### src/hw/gfx_pkg.sv
////////////////////
// coordinates are signed 16-bit, colour indices 4-bit into a fixed 12-bit palette
// palette entry 0 must stay black, since clearing writes index 0
////////////////////
package gfx_pkg;

    localparam int CORDW = 16;  // coordinate width

    typedef logic signed [CORDW-1:0] coord_t;
    typedef logic [3:0] cidx_t;

    typedef struct packed {
        logic [3:0] red;
        logic [3:0] green;
        logic [3:0] blue;
    } rgb_t;

    typedef struct packed {
        coord_t x;
        coord_t y;
    } vertex_t;

    typedef struct packed {
        vertex_t v0;
        vertex_t v1;
        vertex_t v2;
        cidx_t   colour;
    } tri_shape_t;

    typedef struct packed {
        logic hsync;  // active low
        logic vsync;  // active low
        logic de;
        rgb_t pix;
    } video_t;

    typedef struct packed {
        vertex_t pos;
        cidx_t   cidx;
    } fb_wr_t;

    localparam rgb_t PALETTE [16] = '{
        12'h000, 12'h123, 12'h725, 12'h085, 12'hA53, 12'h555, 12'hCCC, 12'hFFE,
        12'hF04, 12'hFA0, 12'hFE2, 12'h0E3, 12'h2AF, 12'h879, 12'hF7A, 12'hFCA
    };

endpackage

### src/hw/display_timings.sv
////////////////////
// active pixels come first in each line and frame; every porch must be at least 1
// outputs are registered and line up with sx/sy
////////////////////
`timescale 1ns/1ps

module display_timings #(
    parameter int H_RES  = 640,
    parameter int V_RES  = 480,
    parameter int H_FP   = 16,
    parameter int H_SYNC = 96,
    parameter int H_BP   = 48,
    parameter int V_FP   = 10,
    parameter int V_SYNC = 2,
    parameter int V_BP   = 33
) (
    input  logic clk_pix,
    input  logic rst,
    output gfx_pkg::coord_t sx,
    output gfx_pkg::coord_t sy,
    output logic hsync,
    output logic vsync,
    output logic de,
    output logic frame
);
    import gfx_pkg::*;

    localparam coord_t H_LAST = coord_t'(H_RES + H_FP + H_SYNC + H_BP - 1);
    localparam coord_t V_LAST = coord_t'(V_RES + V_FP + V_SYNC + V_BP - 1);
    localparam coord_t HS_STA = coord_t'(H_RES + H_FP);
    localparam coord_t HS_END = coord_t'(H_RES + H_FP + H_SYNC);
    localparam coord_t VS_STA = coord_t'(V_RES + V_FP);
    localparam coord_t VS_END = coord_t'(V_RES + V_FP + V_SYNC);

    coord_t sx_next, sy_next;

    always_comb begin
        sx_next = (sx == H_LAST) ? coord_t'(0) : sx + coord_t'(1);
        sy_next = sy;
        if (sx == H_LAST) begin
            sy_next = (sy == V_LAST) ? coord_t'(0) : sy + coord_t'(1);
        end
    end

    always_ff @(posedge clk_pix) begin
        if (rst) begin
            sx    <= H_LAST;  // park at the very last blanking pixel
            sy    <= V_LAST;
            hsync <= 1'b1;
            vsync <= 1'b1;
            de    <= 1'b0;
            frame <= 1'b0;
        end else begin
            sx    <= sx_next;
            sy    <= sy_next;
            hsync <= !(sx_next >= HS_STA && sx_next < HS_END);
            vsync <= !(sy_next >= VS_STA && sy_next < VS_END);
            de    <= (sx_next < coord_t'(H_RES)) && (sy_next < coord_t'(V_RES));
            frame <= (sx_next == 0) && (sy_next == V_LAST);  // line before row 0
        end
    end

endmodule

### config.mk
export PLATFORM = sky130hd
export DESIGN_NAME = display_timings
export DESIGN_NICKNAME = d
export VERILOG_FILES = /design/src/hw/gfx_pkg.sv /design/src/hw/display_timings.sv
export SDC_FILE = /design/constraint.sdc
export NUM_CORES = 1
export LEC_CHECK = 0
export BUFFER_PORTS_ARGS = -buffer_cell sky130_fd_sc_hd__buf_2
export CELL_PAD_IN_SITES_DETAIL_PLACEMENT = 0
export CELL_PAD_IN_SITES_GLOBAL_PLACEMENT = 1
export CORE_MARGIN = 4
export CORE_UTILIZATION = 39
export CTS_BUF_LIST = sky130_fd_sc_hd__clkbuf_8
export CTS_CLUSTER_SIZE = 8
export DETAILED_ROUTE_END_ITERATION = 10
export HOLD_SLACK_MARGIN = 0.05
export PLACE_DENSITY = 0.77
export SKIP_LAST_GASP = 1
export SYNTH_ARGS = -nofsm -noshare
export SYNTH_HDL_FRONTEND = slang
export SYNTH_SLANG_ARGS = --single-unit
### constraint.sdc
create_clock -name clk_pix -period 4.5 [get_ports clk_pix]
set_input_delay 0.45 -clock clk_pix [delete_from_list [all_inputs] [get_ports clk_pix]]
set_output_delay 0.45 -clock clk_pix [all_outputs]
set_load 0.01 [all_outputs]
; Word-level counts from Yosys, hierarchy flattened
; Index checks and enable logic that the tools add are counted.
[op_classes]
addsub = 2
order_cmp = 6
eq_ne = 3
mux = 3
reduce_logical = 7
[ops]
columns = operator, n
row1 = equality test 16 x 11 -> 1 bit (second input constant), 3
row2 = two-way mux 16 bit, 3
row3 = adder 16 x 2 -> 16 bit (second input constant), 2
row4 = zero test 32 bit, 1
row5 = < comparator 16 x 10 -> 1 bit (second input constant), 2
row6 = < comparator 16 x 11 -> 1 bit (second input constant), 2
row7 = >= comparator 16 x 10 -> 1 bit (second input constant), 1
row8 = >= comparator 16 x 11 -> 1 bit (second input constant), 1
row9 = logical AND 1 bit, 4
row10 = zero test 1 bit, 2
[word_totals]
regBits = 36
in_bits = 2
out_inout_bits = 36

; Longest topological paths before layout
; Gate-level depths: netlist (run 1).
[logic_depth]
ltp_word = 6
mapped_depth = 9
ltp_nobuf = 9

; Least setup slack after synthesis (run 1)
; OpenSTA, ideal clock, no wires.
[synth_path]
path_type = reg2reg
startpoint = reg sx[0]
endpoint = reg de
setup_ns = 0.086
arrival_ns = 2.398
required_ns = 4.414
slack_ns = 2.015
path_stages_with_launch = 9
path_buffers = 0
synth_period_minus_slack_ns = 2.485
path_cell_list = dfxtp_1 > ha_1 > and4_4 > nand4_2 > nor4_1 > xnor2_1 > nand4_1 > or4_1 > a221oi_2
[synth_between]
elab_chain_cells = 4
[synth_rtl]
columns = item, line
row1 = from (decl), display_timings.sv:19  ; output gfx_pkg::coord_t sx,
row2 = from (signal assigned), display_timings.sv:54  ; sx <= sx_next;
row3 = adder 16 x 2 -> 16 bit or equality test 16 x 11 -> 1 bit (tied branches), "display_timings.sv:38, display_timings.sv:40"
row4 = two-way mux 16 bit (on tied branches), "display_timings.sv:38, display_timings.sv:40"
row5 = < comparator 16 x 11 -> 1 bit or < comparator 16 x 10 -> 1 bit (tied branches), display_timings.sv:58  ; de <= (sx_next < coord_t'(H_RES)) && (sy_next < coord_t'(V_RES));
row6 = logical AND 1 bit (*), display_timings.sv:58
row7 = to (signal assigned), display_timings.sv:58
row8 = to (decl), display_timings.sv:23  ; output logic de,
; Mark *: on every way between the ends. The rest lies on a longest branch, timed or not.
; A chain may end at the register's enable or synchronous reset.

; Worst setup path in the final report (run 1)
; Same ends and word-level chain as after synthesis.

==> impl_results.html, run 1 <==
<table>
<tr><th>Metric</th><th>Value</th></tr>
<tr><th colspan="2">Floorplan</th></tr>
<tr><td>DIE HEIGHT</td><td>81.8 um</td></tr>
<tr><td>Horiz. Die Dim</td><td>81.8 um</td></tr>
<tr><td>Die Footprint</td><td>6690 um2</td></tr>
<tr><td>Core Region</td><td>between 5000 and 6000 um2</td></tr>
<tr><td>Rows</td><td>26</td></tr>
<tr><td>Boundary Pins</td><td>38</td></tr>
<tr><td>Initial cell density of the core</td><td>40.8%</td></tr>
<tr><th colspan="2">STA</th></tr>
<tr><td>Max-slew violations</td><td>0</td></tr>
<tr><td>Final clock skew</td><td>0.00411 ns</td></tr>
<tr><td>Post-route minimum period</td><td>2.88 ns</td></tr>
<tr><td>Transition at the pin with the smallest max-transition slack</td><td>0.598 ns</td></tr>
<tr><td>Final number of setup-violating endpoints</td><td>0</td></tr>
<tr><td>Relative max-transition margin</td><td>60.2%</td></tr>
<tr><td>Sum of negative setup slack</td><td>0 ns</td></tr>
<tr><td>Fraction of the cycle the final worst path needs</td><td>64.0%</td></tr>
<tr><td>Maximum clock frequency</td><td>0.347 GHz</td></tr>
<tr><td>Hold Violations, Final</td><td>0</td></tr>
<tr><td>Unrepaired setup endpoints after global routing</td><td>no</td></tr>
<tr><th colspan="2">Synth</th></tr>
<tr><td>Most instantiated flip-flop cell in the synthesis netlist</td><td>sky130_fd_sc_hd__dfxtp_1</td></tr>
<tr><td>Area fraction of the dominant cell type after synthesis</td><td>34.0%</td></tr>
<tr><td>Yosys synthesis warning count</td><td>0</td></tr>
<tr><td>Leading area contributor after synthesis</td><td>sky130_fd_sc_hd__dfxtp_1</td></tr>
<tr><td>Number of flops mapped to enable cells by yosys</td><td>0</td></tr>
<tr><td>Share of synthesized registers carrying an async set or reset</td><td>0%</td></tr>
<tr><td>Flops &amp; latches, synth</td><td>36</td></tr>
<tr><td>Syn Nets</td><td>248</td></tr>
<tr><td>Mean Syn Cell Area</td><td>8.73 um2</td></tr>
<tr><td>Post-synthesis mux area share</td><td>0%</td></tr>
<tr><td>Gate Count Post-Synth</td><td>243</td></tr>
<tr><td>Library cells used by synthesis</td><td>just under 60</td></tr>
<tr><td>Synthesized-area fraction occupied by xor and xnor cells</td><td>10.7%</td></tr>
<tr><td>Cell types with the largest area share after synthesis</td><td>sky130_fd_sc_hd__dfxtp_1 (34%), sky130_fd_sc_hd__xor2_1 (6.2%), sky130_fd_sc_hd__nor2_1 (4.2%)</td></tr>
<tr><td>Combined area of all synthesized cells</td><td>2120 um2</td></tr>
<tr><td>Compound-Gate Fraction of Synth Area</td><td>under 10%</td></tr>
<tr><td>Simple-gate portion of the synthesized area</td><td>39.5%</td></tr>
<tr><td>Sequential-to-total area share from yosys stat</td><td>between 30% and 40%</td></tr>
<tr><td>Post-synthesis adder-cell area fraction</td><td>1.77%</td></tr>
<tr><td>Combinational family with the most area after synthesis</td><td>simple AND/OR/NAND/NOR gates</td></tr>
<tr><th colspan="2">Critical path</th></tr>
<tr><td>Slowest CP cell</td><td>sky130_fd_sc_hd__or4_1</td></tr>
<tr><td>Start point of the critical path</td><td>sx[0]</td></tr>
<tr><td>Arrival time at the worst endpoint</td><td>just over 3 ns</td></tr>
<tr><td>CP endpoint kind</td><td>flop</td></tr>
<tr><td>Critical path fanouts, max</td><td>15</td></tr>
<tr><td>Data required time at the worst endpoint</td><td>4.71 ns</td></tr>
<tr><td>Startpoint Class</td><td>flop</td></tr>
<tr><td>Delay of the slowest critical-path stage</td><td>0.50 ns</td></tr>
<tr><td>Worst reg2reg startpoint</td><td>sx[0]</td></tr>
<tr><td>Cell Chain, Critical Path</td><td>ha_1, and4_4, nand4_2, nor4_1, xnor2_1, nand4_1, or4_1, a221oi_2</td></tr>
<tr><td>Critical path start-end classification</td><td>flop to flop</td></tr>
<tr><th colspan="2">CTS</th></tr>
<tr><td>Clock Tree Buf Depth</td><td>2</td></tr>
<tr><td>Total CTS buffers</td><td>5</td></tr>
<tr><td>CTS hold repair buffers</td><td>0</td></tr>
<tr><td>Skew-Pair Late Insertion Delay</td><td>around 0.29 ns</td></tr>
<tr><td>Clock root buffer master</td><td>sky130_fd_sc_hd__clkbuf_8</td></tr>
<tr><td>Post-cts repair resize count</td><td>0</td></tr>
<tr><td>Clock sink count</td><td>36</td></tr>
<tr><td>CTS tree</td><td>done</td></tr>
<tr><td>Depth of the CTS H-tree</td><td>2</td></tr>
<tr><td>Setup repair bufs after CTS</td><td>0</td></tr>
<tr><td>Clock-pin slew of the registers on the worst-case setup and hold paths</td><td>0.07 ns</td></tr>
<tr><th colspan="2">Global route</th></tr>
<tr><td>Remaining global-route overflow</td><td>0</td></tr>
<tr><td>Vias in the first global route</td><td>1,768</td></tr>
<tr><td>Pin count of the biggest net entering global routing</td><td>34</td></tr>
<tr><td>Number of antenna violations at the first check in global routing</td><td>0</td></tr>
<tr><td>All-layer global routing usage</td><td>17.3%</td></tr>
<tr><td>First-pass GRT wire length</td><td>8900 um</td></tr>
<tr><th colspan="2">Power and ir drop</th></tr>
<tr><td>PwrDens</td><td>~530 nW/um2</td></tr>
<tr><td>Worst vdd rail ir drop</td><td>390 uV</td></tr>
<tr><td>Leakage</td><td>1.02 nW</td></tr>
<tr><th colspan="2">Place</th></tr>
<tr><td>Quantity of I/O buffers inserted on ports</td><td>37</td></tr>
<tr><td>Weighted congestion at the end of routability-driven global placement</td><td>0.834</td></tr>
<tr><td>Detailed-placement wirelength estimate</td><td>just under 4000 um</td></tr>
<tr><th colspan="2">Route</th></tr>
<tr><td>Pre-antenna DRT Iters</td><td>4</td></tr>
<tr><td>DRC</td><td>0</td></tr>
<tr><td>Number of design-rule violations left by the first detailed-router iteration</td><td>99</td></tr>
<tr><td>Wirelength per Cell</td><td>15.4 um</td></tr>
<tr><td>Total wirelength of the detailed-routed design</td><td>5360 um</td></tr>
<tr><td>Via-to-Cell Ratio</td><td>5.39</td></tr>
<tr><td>Total number of vias</td><td>1,876</td></tr>
<tr><td>Antenna viol nets, final</td><td>0</td></tr>
<tr><th colspan="2">Finish</th></tr>
<tr><td>Post-layout net count</td><td>282</td></tr>
<tr><td>Total inserted antenna cells</td><td>0</td></tr>
<tr><td>Synthesis-to-finish area growth</td><td>14.2%</td></tr>
<tr><td>Util after Layout</td><td>46.5%</td></tr>
<tr><td>Fraction of layout instances using a drive strength above 1</td><td>24.1%</td></tr>
<tr><th colspan="2">Run status</th></tr>
<tr><td>Run status</td><td>finished, final reports clean</td></tr>
<tr><th colspan="2">Hold path</th></tr>
<tr><td>Worst Hold Class</td><td>flop to flop</td></tr>
<tr><td>Hold path startpoint</td><td>sx[0]</td></tr>
<tr><th colspan="2">Job</th></tr>
<tr><td># Max-Cap Violations</td><td>0</td></tr>
</table>
==> critical path: cells and delay by family (launching register included) <==
kind            cells  cell delay, ns
flops               1            0.43
simple gates        5            1.70
fa+ha+maj           1            0.25
xor+xnor            1            0.18
compound gates      1            0.23
==> metrics by stage <==
stage / instance area [um2] / setup WS (ns) / hold slack (ns) / std cells / power (mW)
2_1_floorplan: 2120 / 2.02 / 0.527 / 243 / 0.888
3_3_place_gp: 2310 / 1.75 / 0.523 / 340 / 1.01
3_5_place_dp: 2310 / 1.67 / 0.526 / 340 / 1.01
4_1_cts: 2420 / 1.66 / 0.543 / 348 / 1.29
5_1_grt: 2420 / 1.42 / 0.564 / 348 / 1.38
6_report: 2420 / 1.62 / 0.546 / 348 / 1.29
==> synth_stat cells (3+ instances only) <==
| cell | n |
|---|---|
| sky130_fd_sc_hd__dfxtp_1 | 36 |
| sky130_fd_sc_hd__nor2_1 | 24 |
| sky130_fd_sc_hd__nand2_1 | 20 |
| sky130_fd_sc_hd__nand3_1 | 17 |
| sky130_fd_sc_hd__nor3_1 | 17 |
| sky130_fd_sc_hd__xor2_1 | 15 |
| sky130_fd_sc_hd__nand4_1 | 12 |
| sky130_fd_sc_hd__xnor2_1 | 9 |
| sky130_fd_sc_hd__inv_1 | 7 |
| sky130_fd_sc_hd__buf_6 | 5 |
| sky130_fd_sc_hd__a21oi_1 | 4 |
| sky130_fd_sc_hd__and3_1 | 4 |
| sky130_fd_sc_hd__nand2b_1 | 4 |
| sky130_fd_sc_hd__o21ai_0 | 4 |
| sky130_fd_sc_hd__clkbuf_1 | 3 |
| sky130_fd_sc_hd__ha_1 | 3 |
| sky130_fd_sc_hd__nor2b_1 | 3 |
| sky130_fd_sc_hd__nor4_1 | 3 |
| sky130_fd_sc_hd__o21ai_1 | 3 |
| sky130_fd_sc_hd__or2_2 | 3 |
==> cells in the final DEF, fill, tap and decap left out, types with 4 or more instances in the layout <==
cell and n:
sky130_fd_sc_hd__a21oi_1 4, sky130_fd_sc_hd__nand4_1 12, sky130_fd_sc_hd__inv_1 8, sky130_fd_sc_hd__xor2_1 15, sky130_fd_sc_hd__dfxtp_1 36, sky130_fd_sc_hd__nor3_1 17, sky130_fd_sc_hd__and3_1 4, sky130_fd_sc_hd__nand2_1 20
sky130_fd_sc_hd__nand2b_1 4, sky130_fd_sc_hd__xnor2_1 9, sky130_fd_sc_hd__clkbuf_8 5, sky130_fd_sc_hd__nand3_1 17, sky130_fd_sc_hd__o21ai_0 4, sky130_fd_sc_hd__buf_2 37, sky130_fd_sc_hd__nor2_1 24
==> layout make-up <==
type	count	area [um2]
Tap cell	70	87.6
Clock buffer	5	68.8
Timing Repair Buffer	37	185
Clock inverter	3	38.8
Inverter	7	26.3
Sequential cell	36	721
Fill cell	533	2780
Multi-Input combinational cell	190	1290
==> report_power, final <==
group	internal, mW	total [mW]	switching [mW]
clock	0.162	0.282	0.119
combinational	0.239	0.570	0.330
sequential	0.364	0.434	0.0701
total	0.765	1.29	0.520
==> kinds of logic after synthesis <==
logic type,after synthesis
AOI/OAI and AO/OA,27
xor gates and xnor gates,25
adders and majority gates,3
buffers and inverters,17
DFF,36
and+or+nand+nor,135
==> path summary, 6_finish.rpt <==
kind,end,slack (ns),depth (start not counted)
worst max register to register,de,1.62,8
worst min-delay path,sx[0],0.55,1
worst max-delay path,de,1.62,8
worst min register to register,sx[0],0.55,1
==> layer usage <==
layer	global-route usage, %	up-vias	wire length [um]
met5	0	-	0
met4	5.81	0	87
met3	3.62	8	281
met2	26.0	55	2400
met1	24.5	870	2590
li1	-	943	-
==> sequential cells by signal (all words and copies together) (netlist names) <==
register / flops
de: 1
frame: 1
hsync: 1
sx: 16
sy: 16
vsync: 1
(Power assumes the default switching activity.)
==> run 2, diff against run 1 <==
--- a/config.mk
+++ b/config.mk
@@ -5,16 +5,17 @@
 export SDC_FILE = /design/constraint.sdc
 export NUM_CORES = 1
 export LEC_CHECK = 0
+export ABC_AREA = 1
 export BUFFER_PORTS_ARGS = -buffer_cell sky130_fd_sc_hd__buf_2
 export CELL_PAD_IN_SITES_DETAIL_PLACEMENT = 0
 export CELL_PAD_IN_SITES_GLOBAL_PLACEMENT = 1
 export CORE_MARGIN = 4
-export CORE_UTILIZATION = 39
+export CORE_UTILIZATION = 36
 export CTS_BUF_LIST = sky130_fd_sc_hd__clkbuf_8
 export CTS_CLUSTER_SIZE = 8
 export DETAILED_ROUTE_END_ITERATION = 10
 export HOLD_SLACK_MARGIN = 0.05
-export PLACE_DENSITY = 0.77
+export PLACE_DENSITY = 0.79
 export SKIP_LAST_GASP = 1
 export SYNTH_ARGS = -nofsm -noshare
 export SYNTH_HDL_FRONTEND = slang
==> constraint.sdc (replaced) <==
create_clock -name clk_pix -period 2.54 [get_ports clk_pix]
set_input_delay 0.254 -clock clk_pix [delete_from_list [all_inputs] [get_ports clk_pix]]
set_output_delay 0.254 -clock clk_pix [all_outputs]
set_load 0.01 [all_outputs]
==> run 2 against run 1 <==
Compared with the run above: power increased by 120%; first-iteration DRC count rose by 120%; sequential cell count did not move; worst hold slack lost 0.13 ns; combinational power grew to 2.8 times the previous value; synthesized cell count grew 73%; clock-buffer cell count is 1 higher; fmax is 29% higher; register-to-register slack lost 1.3 ns; setup slack worse by 1.3 ns; critical path depth is 3 higher; critical path type unchanged; sequential power increased by 94%.
==> impl_results.html, run 2 <==
<table>
<tr><th>Metric</th><th>Value</th></tr>
<tr><th colspan="2">Run status</th></tr>
<tr><td>Run status</td><td>finished, final reports clean</td></tr>
<tr><th colspan="2">Floorplan</th></tr>
<tr><td>Core Region</td><td>6760 um2 (+30%)</td></tr>
<tr><td>Rows</td><td>30 (+15%)</td></tr>
<tr><td>Die Footprint</td><td>8340 um2 (+25%)</td></tr>
<tr><td>DIE HEIGHT</td><td>91.4 um (+12%)</td></tr>
<tr><td>Initial cell density of the core</td><td>37.0% (-3.8 points)</td></tr>
<tr><td>Horiz. Die Dim</td><td>91.4 um (+12%)</td></tr>
<tr><td>Boundary Pins</td><td>38 (unchanged)</td></tr>
<tr><th colspan="2">Synth</th></tr>
<tr><td>Compound-Gate Fraction of Synth Area</td><td>4.10% (-5.0 points)</td></tr>
<tr><td>Gate Count Post-Synth</td><td>420 (+73%)</td></tr>
<tr><td>Leading area contributor after synthesis</td><td>sky130_fd_sc_hd__dfxtp_1</td></tr>
<tr><td>Synthesized-area fraction occupied by xor and xnor cells</td><td>1.05% (-9.6 points)</td></tr>
<tr><td>Post-synthesis mux area share</td><td>0% (unchanged)</td></tr>
<tr><td>Mean Syn Cell Area</td><td>5.96 um2 (-32%)</td></tr>
<tr><td>Library cells used by synthesis</td><td>33 (-44%)</td></tr>
<tr><td>Share of synthesized registers carrying an async set or reset</td><td>0% (unchanged)</td></tr>
<tr><td>Most instantiated flip-flop cell in the synthesis netlist</td><td>sky130_fd_sc_hd__dfxtp_1</td></tr>
<tr><td>Number of flops mapped to enable cells by yosys</td><td>0 (unchanged)</td></tr>
<tr><td>Post-synthesis adder-cell area fraction</td><td>1.50% (-0.27 points)</td></tr>
<tr><td>Sequential-to-total area share from yosys stat</td><td>28.8% (-5.1 points)</td></tr>
<tr><td>Simple-gate portion of the synthesized area</td><td>55.0% (+16 points)</td></tr>
<tr><td>Cell types with the largest area share after synthesis</td><td>sky130_fd_sc_hd__dfxtp_1 (29%), sky130_fd_sc_hd__nand2_1 (20%), sky130_fd_sc_hd__nor2_1 (12%)</td></tr>
<tr><td>Syn Nets</td><td>425 (+71%)</td></tr>
<tr><td>Area fraction of the dominant cell type after synthesis</td><td>28.8% (-5.1 points)</td></tr>
<tr><td>Combined area of all synthesized cells</td><td>2500 um2 (+18%)</td></tr>
<tr><td>Yosys synthesis warning count</td><td>0 (unchanged)</td></tr>
<tr><td>Flops &amp; latches, synth</td><td>36 (unchanged)</td></tr>
<tr><td>Most frequent cells after synthesis</td><td>sky130_fd_sc_hd__nand2_1 (136), sky130_fd_sc_hd__nor2_1 (77), sky130_fd_sc_hd__inv_1 (46), sky130_fd_sc_hd__nand3_1 (40), sky130_fd_sc_hd__dfxtp_1 (36)</td></tr>
<tr><td>Combinational family with the most area after synthesis</td><td>simple AND/OR/NAND/NOR gates</td></tr>
<tr><td>Library cell with the highest instance count after synthesis</td><td>sky130_fd_sc_hd__nand2_1</td></tr>
<tr><th colspan="2">Critical path</th></tr>
<tr><td>Critical path fanouts, max</td><td>15 (unchanged)</td></tr>
<tr><td>CP endpoint kind</td><td>flop</td></tr>
<tr><td>Slowest CP cell</td><td>sky130_fd_sc_hd__dfxtp_1</td></tr>
<tr><td>Data required time at the worst endpoint</td><td>2.75 ns (-1.96 ns)</td></tr>
<tr><td>Critical path start-end classification</td><td>flop to flop</td></tr>
<tr><td>Delay of the slowest critical-path stage</td><td>0.44 ns (-0.06 ns)</td></tr>
<tr><td>Arrival time at the worst endpoint</td><td>2.45 ns (-0.64 ns)</td></tr>
<tr><td>Cell Chain, Critical Path</td><td>ha_1, nand2_2, nor2_4, nand3_2, nor2_4, nand4_1, nand2_1, nand2_1, nor2_1, nand3_1, nor3_2</td></tr>
<tr><td>Startpoint Class</td><td>flop</td></tr>
<tr><th colspan="2">Power and ir drop</th></tr>
<tr><td>Total Power</td><td>2.89 mW (+120%)</td></tr>
<tr><td>PwrDens</td><td>1020 nW/um2 (+92%)</td></tr>
<tr><td>Leakage</td><td>1.41 nW (+38%)</td></tr>
<tr><td>Worst vdd rail ir drop</td><td>542 uV (+39%)</td></tr>
<tr><th colspan="2">STA</th></tr>
<tr><td>Maximum clock frequency</td><td>0.447 GHz (+29%)</td></tr>
<tr><td>Relative max-transition margin</td><td>66.6% (+6.5 points)</td></tr>
<tr><td>Final clock skew</td><td>0.00525 ns (+0.00114 ns)</td></tr>
<tr><td>Post-route minimum period</td><td>2.24 ns (-0.645 ns)</td></tr>
<tr><td>Hold Violations, Final</td><td>0 (unchanged)</td></tr>
<tr><td>Fraction of the cycle the final worst path needs</td><td>88.0% (+24 points)</td></tr>
<tr><td>Final number of setup-violating endpoints</td><td>0 (unchanged)</td></tr>
<tr><td>Sum of negative setup slack</td><td>0 ns (unchanged)</td></tr>
<tr><td>Unrepaired setup endpoints after global routing</td><td>no</td></tr>
<tr><td>Transition at the pin with the smallest max-transition slack</td><td>0.501 ns (-0.0969 ns)</td></tr>
<tr><td>Max-slew violations</td><td>0 (unchanged)</td></tr>
<tr><th colspan="2">CTS</th></tr>
<tr><td>CTS tree</td><td>done</td></tr>
<tr><td>Skew-Pair Late Insertion Delay</td><td>0.28 ns (about the same)</td></tr>
<tr><td>Clock root buffer master</td><td>sky130_fd_sc_hd__clkbuf_8</td></tr>
<tr><td>Clock-pin slew of the registers on the worst-case setup and hold paths</td><td>0.07 ns (about the same)</td></tr>
<tr><td>Total CTS buffers</td><td>5 (unchanged)</td></tr>
<tr><td>Clock Tree Buf Depth</td><td>2 (unchanged)</td></tr>
<tr><td>Clock sink count</td><td>36 (unchanged)</td></tr>
<tr><td>Post-cts repair resize count</td><td>0 (unchanged)</td></tr>
<tr><td>Depth of the CTS H-tree</td><td>2 (unchanged)</td></tr>
<tr><th colspan="2">Route</th></tr>
<tr><td>Number of design-rule violations left by the first detailed-router iteration</td><td>220 (+120%)</td></tr>
<tr><td>Via-to-Cell Ratio</td><td>4.96 (-7.9%)</td></tr>
<tr><td>DRC</td><td>0 (unchanged)</td></tr>
<tr><td>Total number of vias</td><td>2,676 (+43%)</td></tr>
<tr><td>Antenna viol nets, final</td><td>0 (unchanged)</td></tr>
<tr><td>Pre-antenna DRT Iters</td><td>5 (+1)</td></tr>
<tr><td>Wirelength per Cell</td><td>13.3 um (-14%)</td></tr>
<tr><td>Total wirelength of the detailed-routed design</td><td>7150 um (+34%)</td></tr>
<tr><th colspan="2">Finish</th></tr>
<tr><td>Largest regs</td><td>sx (16), sy (16)</td></tr>
<tr><td>Fraction of layout instances using a drive strength above 1</td><td>17.9% (-6.2 points)</td></tr>
<tr><td>Final cell area excluding filler cells</td><td>2830 um2 (+17%)</td></tr>
<tr><td>Post-layout net count</td><td>463 (+64%)</td></tr>
<tr><td>Total inserted antenna cells</td><td>0 (unchanged)</td></tr>
<tr><td>Commonest cells after routing, fill and taps aside</td><td>sky130_fd_sc_hd__nand2_1 (136), sky130_fd_sc_hd__nor2_1 (77), sky130_fd_sc_hd__inv_1 (46)</td></tr>
<tr><td>Synthesis-to-finish area growth</td><td>13.1%</td></tr>
<tr><td>Commonest non-fill, non-tap cell in the layout</td><td>sky130_fd_sc_hd__nand2_1</td></tr>
<tr><th colspan="2">Global route</th></tr>
<tr><td>Remaining global-route overflow</td><td>0 (unchanged)</td></tr>
<tr><td>Vias in the first global route</td><td>2,476 (+40%)</td></tr>
<tr><td>Number of antenna violations at the first check in global routing</td><td>0 (unchanged)</td></tr>
<tr><td>All-layer global routing usage</td><td>17.9% (+0.58 points)</td></tr>
<tr><td>Pin count of the biggest net entering global routing</td><td>24 (-29%)</td></tr>
<tr><td>First-pass GRT wire length</td><td>12,300 um (+38%)</td></tr>
<tr><th colspan="2">Place</th></tr>
<tr><td>Detailed-placement wirelength estimate</td><td>5590 um (+43%)</td></tr>
<tr><td>Quantity of I/O buffers inserted on ports</td><td>37 (unchanged)</td></tr>
<tr><td>Total cell area at the placement stage</td><td>2740 um2 (+18%)</td></tr>
<tr><td>Weighted congestion at the end of routability-driven global placement</td><td>0.825 (-0.98%)</td></tr>
<tr><th colspan="2">Hold path</th></tr>
<tr><td>Worst Hold Class</td><td>primary input to flop</td></tr>
<tr><th colspan="2">Job</th></tr>
<tr><td># Max-Cap Violations</td><td>0 (unchanged)</td></tr>
</table>
## run 2: cell count changes in the layout (fill, tap and decap cells not counted), moves of 4 or more
cell	change
sky130_fd_sc_hd__nand2_1	+116
sky130_fd_sc_hd__nor2_1	+53
sky130_fd_sc_hd__inv_1	+38
sky130_fd_sc_hd__nand3_1	+23
sky130_fd_sc_hd__nor3_1	-16
sky130_fd_sc_hd__xor2_1	-14
sky130_fd_sc_hd__nand2_2	+12
sky130_fd_sc_hd__nor2_2	+7
sky130_fd_sc_hd__xnor2_1	-7
sky130_fd_sc_hd__nor2_4	+6
sky130_fd_sc_hd__and3_1	-4
sky130_fd_sc_hd__nand2b_1	-4
## run 2: repair_timing
item / in CTS / in global routing
buffers inserted: 0 / 0
endpoints found under the setup margin: 0 / 1
hold buffers: 0 / 0
## run 2: layer usage
| metal | GRT usage (%) | vias up | share of wire [%] |
|---|---|---|---|
| met5 | 0 | - | 0 |
| met4 | 3.14 | 0 | 0.59 |
| met3 | 3.31 | 6 | 4.7 |
| met2 | 26.9 | 67 | 42 |
| met1 | 26.8 | 1207 | 53 |
| li1 | - | 1396 | - |
## run 2: cells by family after synthesis
family	Yosys count
simple gates	304
buf+inv	56
flops	36
xor+xnor	3
fa+ha+maj	3
compound gates	18
## run 2: through the flow
stage	utilization [%]	worst slack, ns	hold WS, ns	std cells
after floorplan	-	0.620	0.323	420
after global placement	40.5	0.348	0.557	531
after detailed placement	40.5	0.328	0.566	531
after CTS	41.9	0.286	0.405	539
after global routing	41.9	0.0214	0.425	539
final	41.9	0.304	0.420	539
## run 2: cell type report
| class | instances | area, um2 |
|---|---|---|
| clock buffer | 6 | 82.6 |
| clock inverter | 2 | 10.0 |
| fill | 761 | 3930 |
| inverter | 50 | 188 |
| multi-input combinational | 328 | 1540 |
| sequential | 36 | 721 |
| tap | 80 | 100 |
| timing repair buffer | 37 | 185 |
## run 2: power by group
part           total (mW)  switching, mW  internal (mW)
logic                1.62           1.10          0.525
registers           0.841          0.171          0.671
clock network       0.422          0.205          0.217
## run 2: worst paths after layout
check                 to  cells after the start  slack, ns  startpoint
hold reg to reg    sy[1]                      2       0.58       sy[1]
setup reg to reg   frame                     11       0.30       sx[0]
hold / removal    sx[15]                      2       0.42         rst
setup / recovery   frame                     11       0.30       sx[0]
## run 2: worst max-delay path, delay by kind of cell, from the launching register on
family,cells,cell delay (ns)
and+or+nand+nor,10,1.40
DFF,1,0.44
adders and majority gates,1,0.31
